File: config.mk
export PLATFORM = sky130hd
export DESIGN_NAME = exec
export DESIGN_NICKNAME = d
export VERILOG_FILES = /design/src/isa_pkg.sv /design/src/pipe_pkg.sv /design/src/alu.sv /design/src/fpu.sv /design/src/branch_unit.sv /design/src/exec.sv
export VERILOG_INCLUDE_DIRS = /design/src /design/src/include
export SDC_FILE = /design/constraint.sdc
export NUM_CORES = 2
export LEC_CHECK = 0
export BUFFER_PORTS_ARGS = -buffer_cell sky130_fd_sc_hd__buf_4
export CAP_MARGIN = 20
export CORE_MARGIN = 2
export CORE_UTILIZATION = 35
export CTS_BUF_LIST = sky130_fd_sc_hd__clkbuf_8
export DETAILED_ROUTE_END_ITERATION = 12
export GPL_ROUTABILITY_DRIVEN = 1
export GPL_TIMING_DRIVEN = 0
export PLACE_DENSITY = 0.63
export RECOVER_POWER = 100
export REMOVE_ABC_BUFFERS = 1
export SYNTH_ARGS = -nofsm -noshare
export SYNTH_HDL_FRONTEND = slang
export SYNTH_HIERARCHICAL = 1
export SYNTH_SLANG_ARGS = --single-unit
File: constraint.sdc
create_clock -name clk -period 10.5 [get_ports clk]
set_input_delay 1.05 -clock clk [delete_from_list [all_inputs] [get_ports clk]]
set_output_delay 1.05 -clock clk [all_outputs]
set_load 0.02 [all_outputs]
File: src/include/exec_config.svh
`ifndef EXEC_CONFIG_SVH
`define EXEC_CONFIG_SVH

// Data path and PC width.
`define EXEC_XLEN 32

// Destination register address, 32 integer plus 32 float registers.
`define EXEC_RD_W 6

// Cycles from FPU start to fin.
`define EXEC_FPU_CYCLES 4

`endif

File: src/isa_pkg.sv
`default_nettype none

package isa_pkg;

    typedef enum logic [3:0] {
        alu_add  = 4'd0,
        alu_sub  = 4'd1,
        alu_and  = 4'd2,
        alu_or   = 4'd3,
        alu_xor  = 4'd4,
        alu_sll  = 4'd5,
        alu_srl  = 4'd6,
        alu_sra  = 4'd7,
        alu_slt  = 4'd8,   // Compares from here on also set the flag.
        alu_sltu = 4'd9,
        alu_eq   = 4'd10,
        alu_ne   = 4'd11,
        alu_ge   = 4'd12,
        alu_geu  = 4'd13
    } alu_op_e;

    typedef enum logic [1:0] {
        fpu_add = 2'd0,
        fpu_sub = 2'd1,
        fpu_mul = 2'd2
    } fpu_op_e;

    // Const A is 0 on source 0 and 4 on source 1.
    typedef enum logic [1:0] {
        src_reg    = 2'd0,
        src_const  = 2'd1,
        src_pc_imm = 2'd2,   // PC on source 0, immediate on source 1.
        src_zero   = 2'd3
    } src_sel_e;

    typedef enum logic [1:0] {
        br_none = 2'd0,
        br_cond = 2'd1,   // Taken when the ALU flag is set.
        br_jal  = 2'd2,
        br_jalr = 2'd3
    } branch_e;

endpackage

`default_nettype wire

File: src/pipe_pkg.sv
`default_nettype none
`include "exec_config.svh"

package pipe_pkg;

    import isa_pkg::*;

    // Decoded instruction as it moves between stages.
    typedef struct packed {
        logic [`EXEC_XLEN-1:0] pc;
        logic [`EXEC_XLEN-1:0] imm;
        logic [`EXEC_RD_W-1:0] rd;
        src_sel_e              src0;
        src_sel_e              src1;
        alu_op_e               aluop;
        fpu_op_e               fpuop;
        logic                  aluorfpu;   // High selects the FPU.
        branch_e               branchjump;
        logic                  regwrite;
        logic                  memread;
    } inst_t;

endpackage

`default_nettype wire

File: src/alu.sv
`default_nettype none
`timescale 1ns/100ps
`include "exec_config.svh"

module alu
    import isa_pkg::*;
(
    input  wire  [`EXEC_XLEN-1:0] src0,
    input  wire  [`EXEC_XLEN-1:0] src1,
    input  wire  alu_op_e         aluop,
    output logic [`EXEC_XLEN-1:0] result,
    output logic                  flag
);

    logic [4:0] shamt;

    assign shamt = src1[4:0];

    always_comb begin
        flag = 1'b0;
        case (aluop)
            alu_slt:  flag = $signed(src0) < $signed(src1);
            alu_sltu: flag = src0 < src1;
            alu_eq:   flag = src0 == src1;
            alu_ne:   flag = src0 != src1;
            alu_ge:   flag = $signed(src0) >= $signed(src1);
            alu_geu:  flag = src0 >= src1;
            default:  flag = 1'b0;
        endcase
    end

    always_comb begin
        case (aluop)
            alu_add: result = src0 + src1;
            alu_sub: result = src0 - src1;
            alu_and: result = src0 & src1;
            alu_or:  result = src0 | src1;
            alu_xor: result = src0 ^ src1;
            alu_sll: result = src0 << shamt;
            alu_srl: result = src0 >> shamt;
            alu_sra: result = $signed(src0) >>> shamt;
            alu_slt,
            alu_sltu,
            alu_eq,
            alu_ne,
            alu_ge,
            alu_geu: begin
                // Compares write 0 or 1.
                result = {{(`EXEC_XLEN-1){1'b0}}, flag};
            end
            default: result = '0;
        endcase
    end

endmodule

`default_nettype wire

File: src/fpu.sv
`default_nettype none
`timescale 1ns/100ps
`include "exec_config.svh"

module fpu
    import isa_pkg::*;
(
    input  wire                   clk,
    input  wire                   arst_n,
    input  wire                   start,
    input  wire  fpu_op_e         fpuop,
    input  wire  [`EXEC_XLEN-1:0] src0,
    input  wire  [`EXEC_XLEN-1:0] src1,
    output logic [`EXEC_XLEN-1:0] result,
    output logic                  fin
);

    localparam int cycles = `EXEC_FPU_CYCLES;
    localparam int cnt_w = $clog2(cycles);

    logic             busy;
    logic [cnt_w-1:0] cnt;
    logic             accept;

    logic [31:0] a_r, b_r;   // Operands, b already sign-flipped for fsub.
    fpu_op_e     op_r;

    logic        u_sign_a, u_sign_b;
    logic [7:0]  u_exp_a, u_exp_b;
    logic [23:0] u_man_a, u_man_b;   // Hidden bit included.

    logic               big_is_a;
    logic [7:0]         exp_diff;
    logic [47:0]        man_big, man_small, product;
    logic               al_sign, al_zero;
    logic signed [10:0] al_exp;
    logic [48:0]        al_man;

    logic               s2_sign, s2_zero;
    logic signed [10:0] s2_exp;
    logic [48:0]        s2_man;

    logic [5:0]         lead;
    logic [48:0]        shifted;
    logic signed [10:0] norm_exp;

    logic        n_sign;
    logic [7:0]  n_exp;
    logic [22:0] n_man;

    assign fin = busy && (cnt == cnt_w'(cycles - 1));
    assign accept = start && !busy;   // Only an idle unit starts, so a held enable waits.

    always_ff @(posedge clk or negedge arst_n) begin
        if (!arst_n) begin
            busy <= 1'b0;
            cnt  <= '0;
        end else if (accept) begin
            busy <= 1'b1;
            cnt  <= '0;
        end else if (fin) begin
            busy <= 1'b0;
            cnt  <= '0;
        end else if (busy) begin
            cnt <= cnt + 1'b1;
        end
    end

    always_ff @(posedge clk) begin
        if (accept) begin
            a_r  <= src0[31:0];
            b_r  <= {src1[31] ^ (fpuop == fpu_sub), src1[30:0]};
            op_r <= fpuop;
        end
    end

    // Multiply and alignment of the smaller addend.
    always_comb begin
        big_is_a  = {u_exp_a, u_man_a} >= {u_exp_b, u_man_b};
        man_big   = big_is_a ? {u_man_a, 24'b0} : {u_man_b, 24'b0};
        exp_diff  = big_is_a ? u_exp_a - u_exp_b : u_exp_b - u_exp_a;
        man_small = (big_is_a ? {u_man_b, 24'b0} : {u_man_a, 24'b0}) >> exp_diff;
        product   = u_man_a * u_man_b;
        if (op_r == fpu_mul) begin
            al_sign = u_sign_a ^ u_sign_b;
            al_exp  = 11'(u_exp_a) + 11'(u_exp_b) - 11'sd126;   // Product MSB sits at bit 46.
            al_man  = {1'b0, product};
            al_zero = (u_man_a == '0) || (u_man_b == '0);
        end else begin
            al_sign = big_is_a ? u_sign_a : u_sign_b;
            al_exp  = 11'(big_is_a ? u_exp_a : u_exp_b);
            if (u_sign_a == u_sign_b)
                al_man = {1'b0, man_big} + {1'b0, man_small};
            else
                al_man = {1'b0, man_big} - {1'b0, man_small};
            al_zero = (al_man == '0);
        end
    end

    // Leading one goes back to bit 47.
    always_comb begin
        lead = '0;
        for (int i = 0; i <= 48; i++) begin
            if (s2_man[i])
                lead = 6'(i);
        end
        if (s2_man[48])
            shifted = s2_man >> 1;
        else
            shifted = s2_man << (6'd47 - lead);
        norm_exp = s2_exp + 11'(lead) - 11'sd47;
    end

    always_ff @(posedge clk) begin
        if (busy) begin
            u_sign_a <= a_r[31];
            u_exp_a  <= a_r[30:23];
            u_man_a  <= (a_r[30:23] == '0) ? 24'b0 : {1'b1, a_r[22:0]};   // Flush denormals.
            u_sign_b <= b_r[31];
            u_exp_b  <= b_r[30:23];
            u_man_b  <= (b_r[30:23] == '0) ? 24'b0 : {1'b1, b_r[22:0]};

            s2_sign <= al_sign;
            s2_zero <= al_zero;
            s2_exp  <= al_exp;
            s2_man  <= al_man;

            if (s2_zero || norm_exp <= 0) begin
                n_sign <= 1'b0;
                n_exp  <= '0;
                n_man  <= '0;
            end else if (norm_exp >= 255) begin
                n_sign <= s2_sign;   // Saturate to infinity.
                n_exp  <= 8'hff;
                n_man  <= '0;
            end else begin
                n_sign <= s2_sign;
                n_exp  <= norm_exp[7:0];
                n_man  <= shifted[46:24];   // Low bits dropped, so truncation.
            end
        end
    end

    assign result = {n_sign, n_exp, n_man};

endmodule

`default_nettype wire

File: src/branch_unit.sv
`default_nettype none
`timescale 1ns/100ps
`include "exec_config.svh"

module branch_unit (
    input  wire  isa_pkg::branch_e  branchjump,
    input  wire                     flag,
    input  wire  [`EXEC_XLEN-1:0]   pc4,
    input  wire  [`EXEC_XLEN-1:0]   pcimm,
    input  wire  [`EXEC_XLEN-1:0]   pcjalr,
    output logic [`EXEC_XLEN-1:0]   pcnext
);

    logic taken;

    always_comb begin
        case (branchjump)
            isa_pkg::br_cond: taken = flag;
            isa_pkg::br_jal,
            isa_pkg::br_jalr: taken = 1'b1;
            default:          taken = 1'b0;
        endcase
    end

    always_comb begin
        if (!taken)
            pcnext = pc4;
        else if (branchjump == isa_pkg::br_jalr)
            pcnext = {pcjalr[`EXEC_XLEN-1:1], 1'b0};   // Target LSB cleared.
        else
            pcnext = pcimm;
    end

endmodule

`default_nettype wire

File: src/exec.sv
`default_nettype none
`timescale 1ns/100ps
`include "exec_config.svh"

module exec
    import isa_pkg::*;
    import pipe_pkg::*;
(
    input  wire                   clk,
    input  wire                   arst_n,
    input  wire                   enable,
    output logic                  fin,
    output logic [`EXEC_RD_W-1:0] rd,
    output logic                  regwrite,
    output logic                  memread,
    output logic                  branchjump_miss,
    input  wire  [`EXEC_XLEN-1:0] rdata0,
    input  wire  [`EXEC_XLEN-1:0] rdata1,
    input  wire  inst_t           inst,
    output logic [`EXEC_XLEN-1:0] pcnext,
    output inst_t                 inst_out,
    output logic [`EXEC_XLEN-1:0] aluresult,
    output logic [`EXEC_XLEN-1:0] result,
    output logic [`EXEC_XLEN-1:0] rdata1_out
);

    logic [`EXEC_XLEN-1:0] src0, src1;
    logic [`EXEC_XLEN-1:0] fpu_result;
    logic [`EXEC_XLEN-1:0] pc4, pcimm, pcjalr;
    logic                  flag;
    logic                  fpu_fin;

    always_comb begin
        case (inst.src0)
            src_reg:    src0 = rdata0;
            src_pc_imm: src0 = inst.pc;
            default:    src0 = '0;   // Const A is zero here.
        endcase
        case (inst.src1)
            src_reg:    src1 = rdata1;
            src_const:  src1 = `EXEC_XLEN'd4;
            src_pc_imm: src1 = inst.imm;
            default:    src1 = '0;
        endcase
    end

    alu alu_i (.src0(src0), .src1(src1), .aluop(inst.aluop), .result(aluresult), .flag(flag));

    fpu fpu_i (
        .clk    (clk),
        .arst_n (arst_n),
        .start  (enable & inst.aluorfpu),
        .fpuop  (inst.fpuop),
        .src0   (src0),
        .src1   (src1),
        .result (fpu_result),
        .fin    (fpu_fin)
    );

    assign pc4 = inst.pc + `EXEC_XLEN'd4;
    assign pcimm = inst.pc + inst.imm;
    assign pcjalr = rdata0 + inst.imm;

    branch_unit branch_unit_i (
        .branchjump (inst.branchjump),
        .flag       (flag),
        .pc4        (pc4),
        .pcimm      (pcimm),
        .pcjalr     (pcjalr),
        .pcnext     (pcnext)
    );

    // ALU ops finish in the cycle they arrive.
    assign fin = enable & (inst.aluorfpu ? fpu_fin : 1'b1);
    assign result = inst.aluorfpu ? fpu_result : aluresult;
    assign branchjump_miss = pcnext != pc4;

    assign rd = inst.rd;
    assign regwrite = inst.regwrite;
    assign memread = inst.memread;
    assign inst_out = inst;
    assign rdata1_out = rdata1;

endmodule

`default_nettype wire

### Word-level counts from Yosys, hierarchy flattened

Index checks and enable logic that the tools add are counted.

| word-level totals | value |
|---|---|
| logic and storage cells | 177 |
| latch bits | 0 |
| memory bits (writable) | 0 |
| memories kept | 0 |
| bits in read-only memories | 0 |
| bits of input ports | 152 |
| register bits | 229 |

| cells by class | value |
|---|---|
| bitwise logic cells | 7 |
| multipliers | 1 |
| multiplexer cells | 77 |
| div/mod/pow operators | 0 |
| shifts and indexed selects | 5 |
| eq/ne operators | 26 |
| add/sub/neg operators | 15 |
| reductions and logical operators | 18 |
| order comparisons | 7 |

Operators with widths:

| kind | number |
|---|---|
| 32-bit case mux with 9 select lines | 1 |
| 48-bit two-way mux | 3 |
| 6-bit two-way mux | 17 |
| 49-bit two-way mux | 2 |
| 32-bit adder | 3 |
| 32-bit greater-or-equal comparator | 3 |
| 32-bit two-way mux | 3 |
| 32-bit case mux with 3 select lines | 1 |
| 5-bit two-way mux | 16 |
| 32-bit < comparator | 2 |
| 32-bit inequality test | 2 |
| 32-bit case mux with 2 select lines | 1 |
| 48-bit by 48-bit adder with 49-bit output | 1 |
| 49-bit logical NOT | 1 |
| 49-bit by 6-bit left shift with 47-bit output | 1 |
| 48-bit by 48-bit subtractor with 49-bit output | 1 |
| 24-bit logical NOT | 2 |
| 24-bit by 24-bit multiplier with 48-bit output | 1 |
| 24-bit two-way mux | 2 |
| 48-bit by 8-bit >> shifter with 48-bit output | 1 |
| 47-bit two-way mux | 1 |
| 32-bit by 3-bit adder with 32-bit output, second input constant | 1 |
| 32-bit AND | 1 |
| 32-bit == test | 1 |
| other kinds (42) | 88 |

### Longest topological paths before layout

| depth | value |
|---|---|
| word-level depth | 53 |
| gate-level depth with buffers | 47 |
| depth with buffers taken out | 43 |

### By module

Netlist, hierarchy kept.

By module, submodules not included:

| module | area an instance (um2) | cells an instance | seq. area each (um2) | times used |
|---|---|---|---|---|
| fpu | 38,099.0 | 4,237 | 6,831.6 | 1 |
| alu | 8,754.6 | 1,310 | 0.0 | 1 |
| exec | 6,622.6 | 904 | 0.0 | 1 |
| branch_unit | 1,183.6 | 143 | 0.0 | 1 |

### Least setup slack after synthesis

Ideal clock, no wire load.

| timing | value |
|---|---|
| kind | register to register |
| start | register fpu_i.u_man_a[0] |
| end | register fpu_i.s2_zero, data pin |
| slack | 1,612 ps |
| setup time | 165 ps |
| stages on the path, launching flop included | 46 |
| arrival time | 8,723 ps |
| required time | 10,335 ps |
| cell sequence | edfxtp_1 -> clkbuf_1 -> inv_1 -> clkbuf_1 -> ha_1 -> nand2b_1 -> a31oi_1 -> o211ai_1 -> a211o_2 -> a21oi_4 -> mux2_4 -> xnor2_4 -> clkbuf_1 -> buf_2 -> buf_1 -> a21oi_1 -> a21oi_1 -> ha_1 -> [... 10 more ...] -> nor2b_1 -> o21ai_0 -> a21boi_0 -> o21ai_0 -> a21oi_1 -> o21ai_0 -> a21oi_1 -> o211ai_1 -> a21boi_0 -> o21a_1 -> nor2_1 -> nor3_1 -> nand4_1 -> a2111oi_0 -> nand4_1 -> nor4_1 -> nand4_1 -> o31ai_2 |

| on the way | value |
|---|---|
| cells in the longest elaborated chain, start to end | 8 |

RTL lines:

| what | RTL line | source |
|---|---|---|
| from (decl) | fpu.sv:30 | `logic [23:0] u_man_a, u_man_b;` |
| from (signal assigned) | fpu.sv:118 | `u_man_a <= (a_r[30:23] == '0) ? 24'b0 : {1'b1, a_r[22:0]};` |
| 32-bit greater-or-equal comparator | fpu.sv:79 | `big_is_a = {u_exp_a, u_man_a} >= {u_exp_b, u_man_b};` |
| 48-bit two-way mux or 8-bit two-way mux (tied branches) | fpu.sv:82, fpu.sv:81 |  |
| 48-bit by 8-bit >> shifter with 48-bit output | fpu.sv:82 | `man_small = (big_is_a ? {u_man_b, 24'b0} : {u_man_a, 24'b0}) >> exp_diff;` |
| 48-bit by 48-bit subtractor with 49-bit output or 48-bit by 48-bit adder with 49-bit output (tied branches) | fpu.sv:95, fpu.sv:93 |  |
| 49-bit two-way mux | fpu.sv:92 | `if (u_sign_a == u_sign_b)` |
| 49-bit two-way mux | fpu.sv:84 | `if (op_r == fpu_mul) begin` |
| 49-bit logical NOT | fpu.sv:96 | `al_zero = (al_man == '0);` |
| 1-bit two-way mux (*) | fpu.sv:84 |  |
| net fpu_i.al_zero | fpu.sv:35 | `logic al_sign, al_zero;` |
| to (signal assigned) | fpu.sv:124 | `s2_zero <= al_zero;` |
| to (decl) | fpu.sv:39 | `logic s2_sign, s2_zero;` |

The timed path passes the listed nets; every way through them passes the cells marked *. The select of a mux whose other input is x is not followed.
A chain may end at the register's enable or synchronous reset.

### Worst setup path in the final report

| timing | value |
|---|---|
| start | input port inst[14] in the netlist's numbering |
| end | output port branchjump_miss |

| on the way | value |
|---|---|
| cells in the longest elaborated chain, start to end | 7 |

RTL lines:

| what | RTL line | source |
|---|---|---|
| from (decl) | exec.sv:19 | `input wire inst_t inst,` |
| 2-bit == test or 2-bit logical NOT (tied branches) | exec.sv:34 | `case (inst.src0)` |
| 32-bit case mux with 2 select lines (*) | exec.sv:34 |  |
| net src0[5] | exec.sv:27 | `` logic [`EXEC_XLEN-1:0] src0, src1; `` |
| 32-bit greater-or-equal comparator, or another cell as far along | alu.sv:27 | `alu_geu: flag = src0 >= src1;` |
| 1-bit case mux with 6 select lines (*) | alu.sv:21 | `case (aluop)` |
| net flag | exec.sv:30 | `logic flag;` |
| 1-bit case mux with 2 select lines (*) | branch_unit.sv:17 | `case (branchjump)` |
| 32-bit two-way mux (*) | branch_unit.sv:26 | `if (!taken)` |
| 32-bit inequality test (*) | exec.sv:76 | `assign branchjump_miss = pcnext != pc4;` |
| to (decl) | exec.sv:16 | `output logic branchjump_miss,` |

The timed path passes the listed nets; every way through them passes the cells marked *.

==> summary.txt <==
Run status -> finished with violations
Failing checks -> max-capacitance violations, max-slew violations, negative setup slack
Area grow syn2layout -> 11.62%
Most used DFF post-synth -> edfxtp_1
Worst path bufs/invs -> 4
Worst EP arrival -> 9.45 ns
Synthesis Warnings -> 6
Final instance area -> 61010 um2
Worst path required time -> 9.45 ns
CTS Root Cell -> clkbuf_8
Largest area contributor in the netlist -> fa_1
Die outline area -> 159300 um2
GR Overflow Total -> 0
Hold Crit Class -> primary input to asynchronous set/reset pin
Wl on met1 -> 85450 um
Reg clk slew, reported paths -> 0.06 ns
Critical Path End -> branchjump_miss
CP max stage delay -> 0.94 ns
Vias -> 52160
Initial antenna violation count -> 13
Cell Chain, Critical Path -> buf_4 -> mux2i_1 -> nor2_1 -> inv_1 -> ha_1 -> inv_1 -> o311ai_0 -> a211oi_1 -> o21ai_1 -> a32oi_1 -> o211ai_1 -> nor2b_1 -> nand2_1 -> nand2_4 -> mux2i_1 -> o21ai_0 -> xnor2_1 -> nand4_1 -> a2111oi_0 -> nand3_1 -> nor4_1 -> nand4_1 -> buf_4
Largest net degree at the start of global routing -> 74
Max-cap viol count -> 7
Routed Antenna Nets -> 0
Metal2 WL -> 100500 um
CP Depth -> 23
Final min period -> 10.50 ns
CTS tree -> built
Worst Setup SP -> inst[14]
Metal3 WL -> 21550 um
H-tree Lvls -> 2
Yosys cell types -> 136
R2R Path Start -> fpu_i/u_man_b[22]
Worst slew margin -> -1.521
Clk buf depth -> 3
Setup crit end kind -> output pin
DP HPWL -> 175800 um
Post-synthesis sequential area ratio -> 0.1250
Core area -> 155700 um2
Fraction of layout cells with a size suffix above 1 -> 0.1249
Cell Area, Placed -> 59400 um2
Max Slew Vio Count -> 307
Clock Skews -> 0.05608 ns
Routed WL -> 226300 um
Max FO, Critical Path -> 33
First-pass GRT wire length -> 331000 um
Slowest cell on the critical path -> nor2_1
Initial core utilization -> 0.3511
Vias in the first global route -> 50770
#FFs+latches synth -> 228
Vias per cell -> 5.951
DRC viols -> 0
Worst skew pair latency -> 0.67 ns
RSZ-0062 raised after global routing -> true
Die X -> 399.2 um
Period utilisation layout -> 1.000
Boundary Pins -> 375
TritonRoute pass-1 iters -> 7
Total GRT Usage -> 0.2753
Post-synthesis cell area -> 54660 um2
CTS buffer count -> 44
Worst slew pin tran -> 3.781 ns
Synth top area share -> 0.1798
Wire per inst -> 25.82 um
Min setup slack post-route -> -0.002338 ns
Cell depth of the worst flop-to-flop path -> 36
Post-synth EDFFs -> 225
Iter 0 DRT Violations -> 5776
# rows -> 145
Worst reg2reg path endpoint -> fpu_i/s2_zero
TritonCTS Sinks -> 228
Hold violation count in the final report -> 0
Final setup vio count -> 1
Post-synth ARST share -> 0.01316
Post-Syn Instances -> 6594
# port buffers -> 350
Final Net Count -> 7761
Crit path kind -> primary input to output pin
Chip Height -> 399.2 um
Setup slack, reg-to-reg -> 0.02 ns
Mean area per synthesized cell -> 8.289 um2
Crit-path leading delay family -> simple AND/OR/NAND/NOR gates
Final RePlAce weighted congestion -> 1.010
Layout fillers -> 15840
Startpoint Class -> primary input
Uppermost layer routed -> met5
Maximum clock frequency -> 95.22 MHz
Largest cells by area after synthesis -> fa_1, edfxtp_1, ha_1
==> sequential cells by signal (all words and copies together), names as in the netlist, 2 cells and up <==
signal / flops
fpu_i/op_r: 2
fpu_i/s2_man: 49
fpu_i/a_r: 32
fpu_i/n_exp: 8
fpu_i/s2_exp: 10
fpu_i/u_man_b: 24
fpu_i/cnt: 2
fpu_i/u_exp_a: 8
fpu_i/b_r: 32
fpu_i/u_man_a: 24
fpu_i/u_exp_b: 8
fpu_i/n_man: 23
==> layout make-up <==
type,instances,area (um2),share of cell area
repair buffers,547,5006,0.08205
flip-flops and latches,228,6832,0.1120
repair inverters,1,5.005,0.00008203
well taps,2058,2575,0.04221
clock inverters,32,230.2,0.003774
clock buffers,45,619.3,0.01015
inverters,728,2741,0.04493
multi-input cells,5115,42970,0.7044
diodes,11,27.53,0.0004512
==> what timing repair did <==
item / CTS / global route
setup endpoints to repair: 12 / 21
pin swaps: 7 / 18
endpoints found under the hold margin: 0 / 0
cloned: 8 / 4
buffers inserted: 65 / 28
hold buffers: 0 / 0
gates resized for setup: 29 / 45
==> synth_stat cells (69+ instances only) <==
master,count
nor2_1,438
nand3_1,106
buf_4,142
and2_1,244
nand2_1,816
fa_1,491
mux2_2,69
clkbuf_1,296
a21oi_1,348
ha_1,453
mux2i_1,299
nor3_1,97
inv_1,722
xor2_1,81
edfxtp_1,225
xnor2_1,162
o21ai_0,316
a21o_1,78
==> worst min path at each step <==
stage / startpoint / end / slack, ns / cells past startpoint
final: arst_n / fpu_i/cnt[1] / 0.23 / 1
after global routing: arst_n / fpu_i/cnt[1] / 0.20 / 1
after CTS: arst_n / fpu_i/busy / 0.15 / 1
after detailed placement: fpu_i/b_r[31] / fpu_i/u_sign_b / 0.41 / 0
after global placement: fpu_i/b_r[31] / fpu_i/u_sign_b / 0.40 / 0
after floorplan: fpu_i/a_r[31] / fpu_i/u_sign_a / 0.40 / 0
==> routing by layer <==
layer,GRT usage,vias up
met3,0.05306,722
met4,0.1852,2
met2,0.4371,3221
met5,0,-
li1,-,22790
met1,0.3388,25430
==> cell usage in the layout (no fill, tap or decap), drive strengths merged, types with 17 or more instances in the layout <==
cell type	instances
nand2b	44
mux2i	305
o21bai	35
and3	41
nor2b	27
buf	428
xor2	81
a221oi	22
a211o	19
or3	33
nor2	442
inv	735
edfxtp	225
or2	28
a31oi	58
and2	248
nor3	102
a22oi	39
o21ai	355
a211oi	68
o31ai	34
nor4	50
fa	491
mux4	62
a21o	82
mux2	98
clkbuf	164
nand2	818
o21a	29
o22ai	28
a21oi	352
nand4	47
o2111ai	25
xnor2	167
ha	453
o211ai	57
nand3	106
o221ai	17
==> kinds of logic (layout without fill, tap and decap cells) <==
kind of cell,count (synthesis),after routing,synth area share
compound gates,1415,1420,0.1718
xor+xnor,245,248,0.03974
mux,465,465,0.1047
other cells,0,11,0
flops,228,228,0.1250
simple gates,2035,2038,0.1755
fa+ha+maj,944,944,0.2835
buf+inv,1262,1353,0.09967
==> per-stage QoR <==
stage / utilization / TNS, ns / hold slack, ns / instances / setup WS, ns
final: 0.3919 / -0.002338 / 0.2347 / 8765 / -0.002338
after global routing: 0.3918 / -0.07861 / 0.1983 / 8759 / -0.06749
after CTS: 0.3921 / 0 / 0.1541 / 8718 / 0.03314
after detailed placement: 0.3816 / -10.04 / 0.4057 / 8568 / -2.228
after global placement: 0.3671 / -647.94 / 0.4010 / 8468 / -5.962
after floorplan: - / -1.529 / 0.4003 / 6060 / -1.284
Power is not shown: default switching activity piles up to over one toggle a cycle in this logic, so the estimate is an artifact.
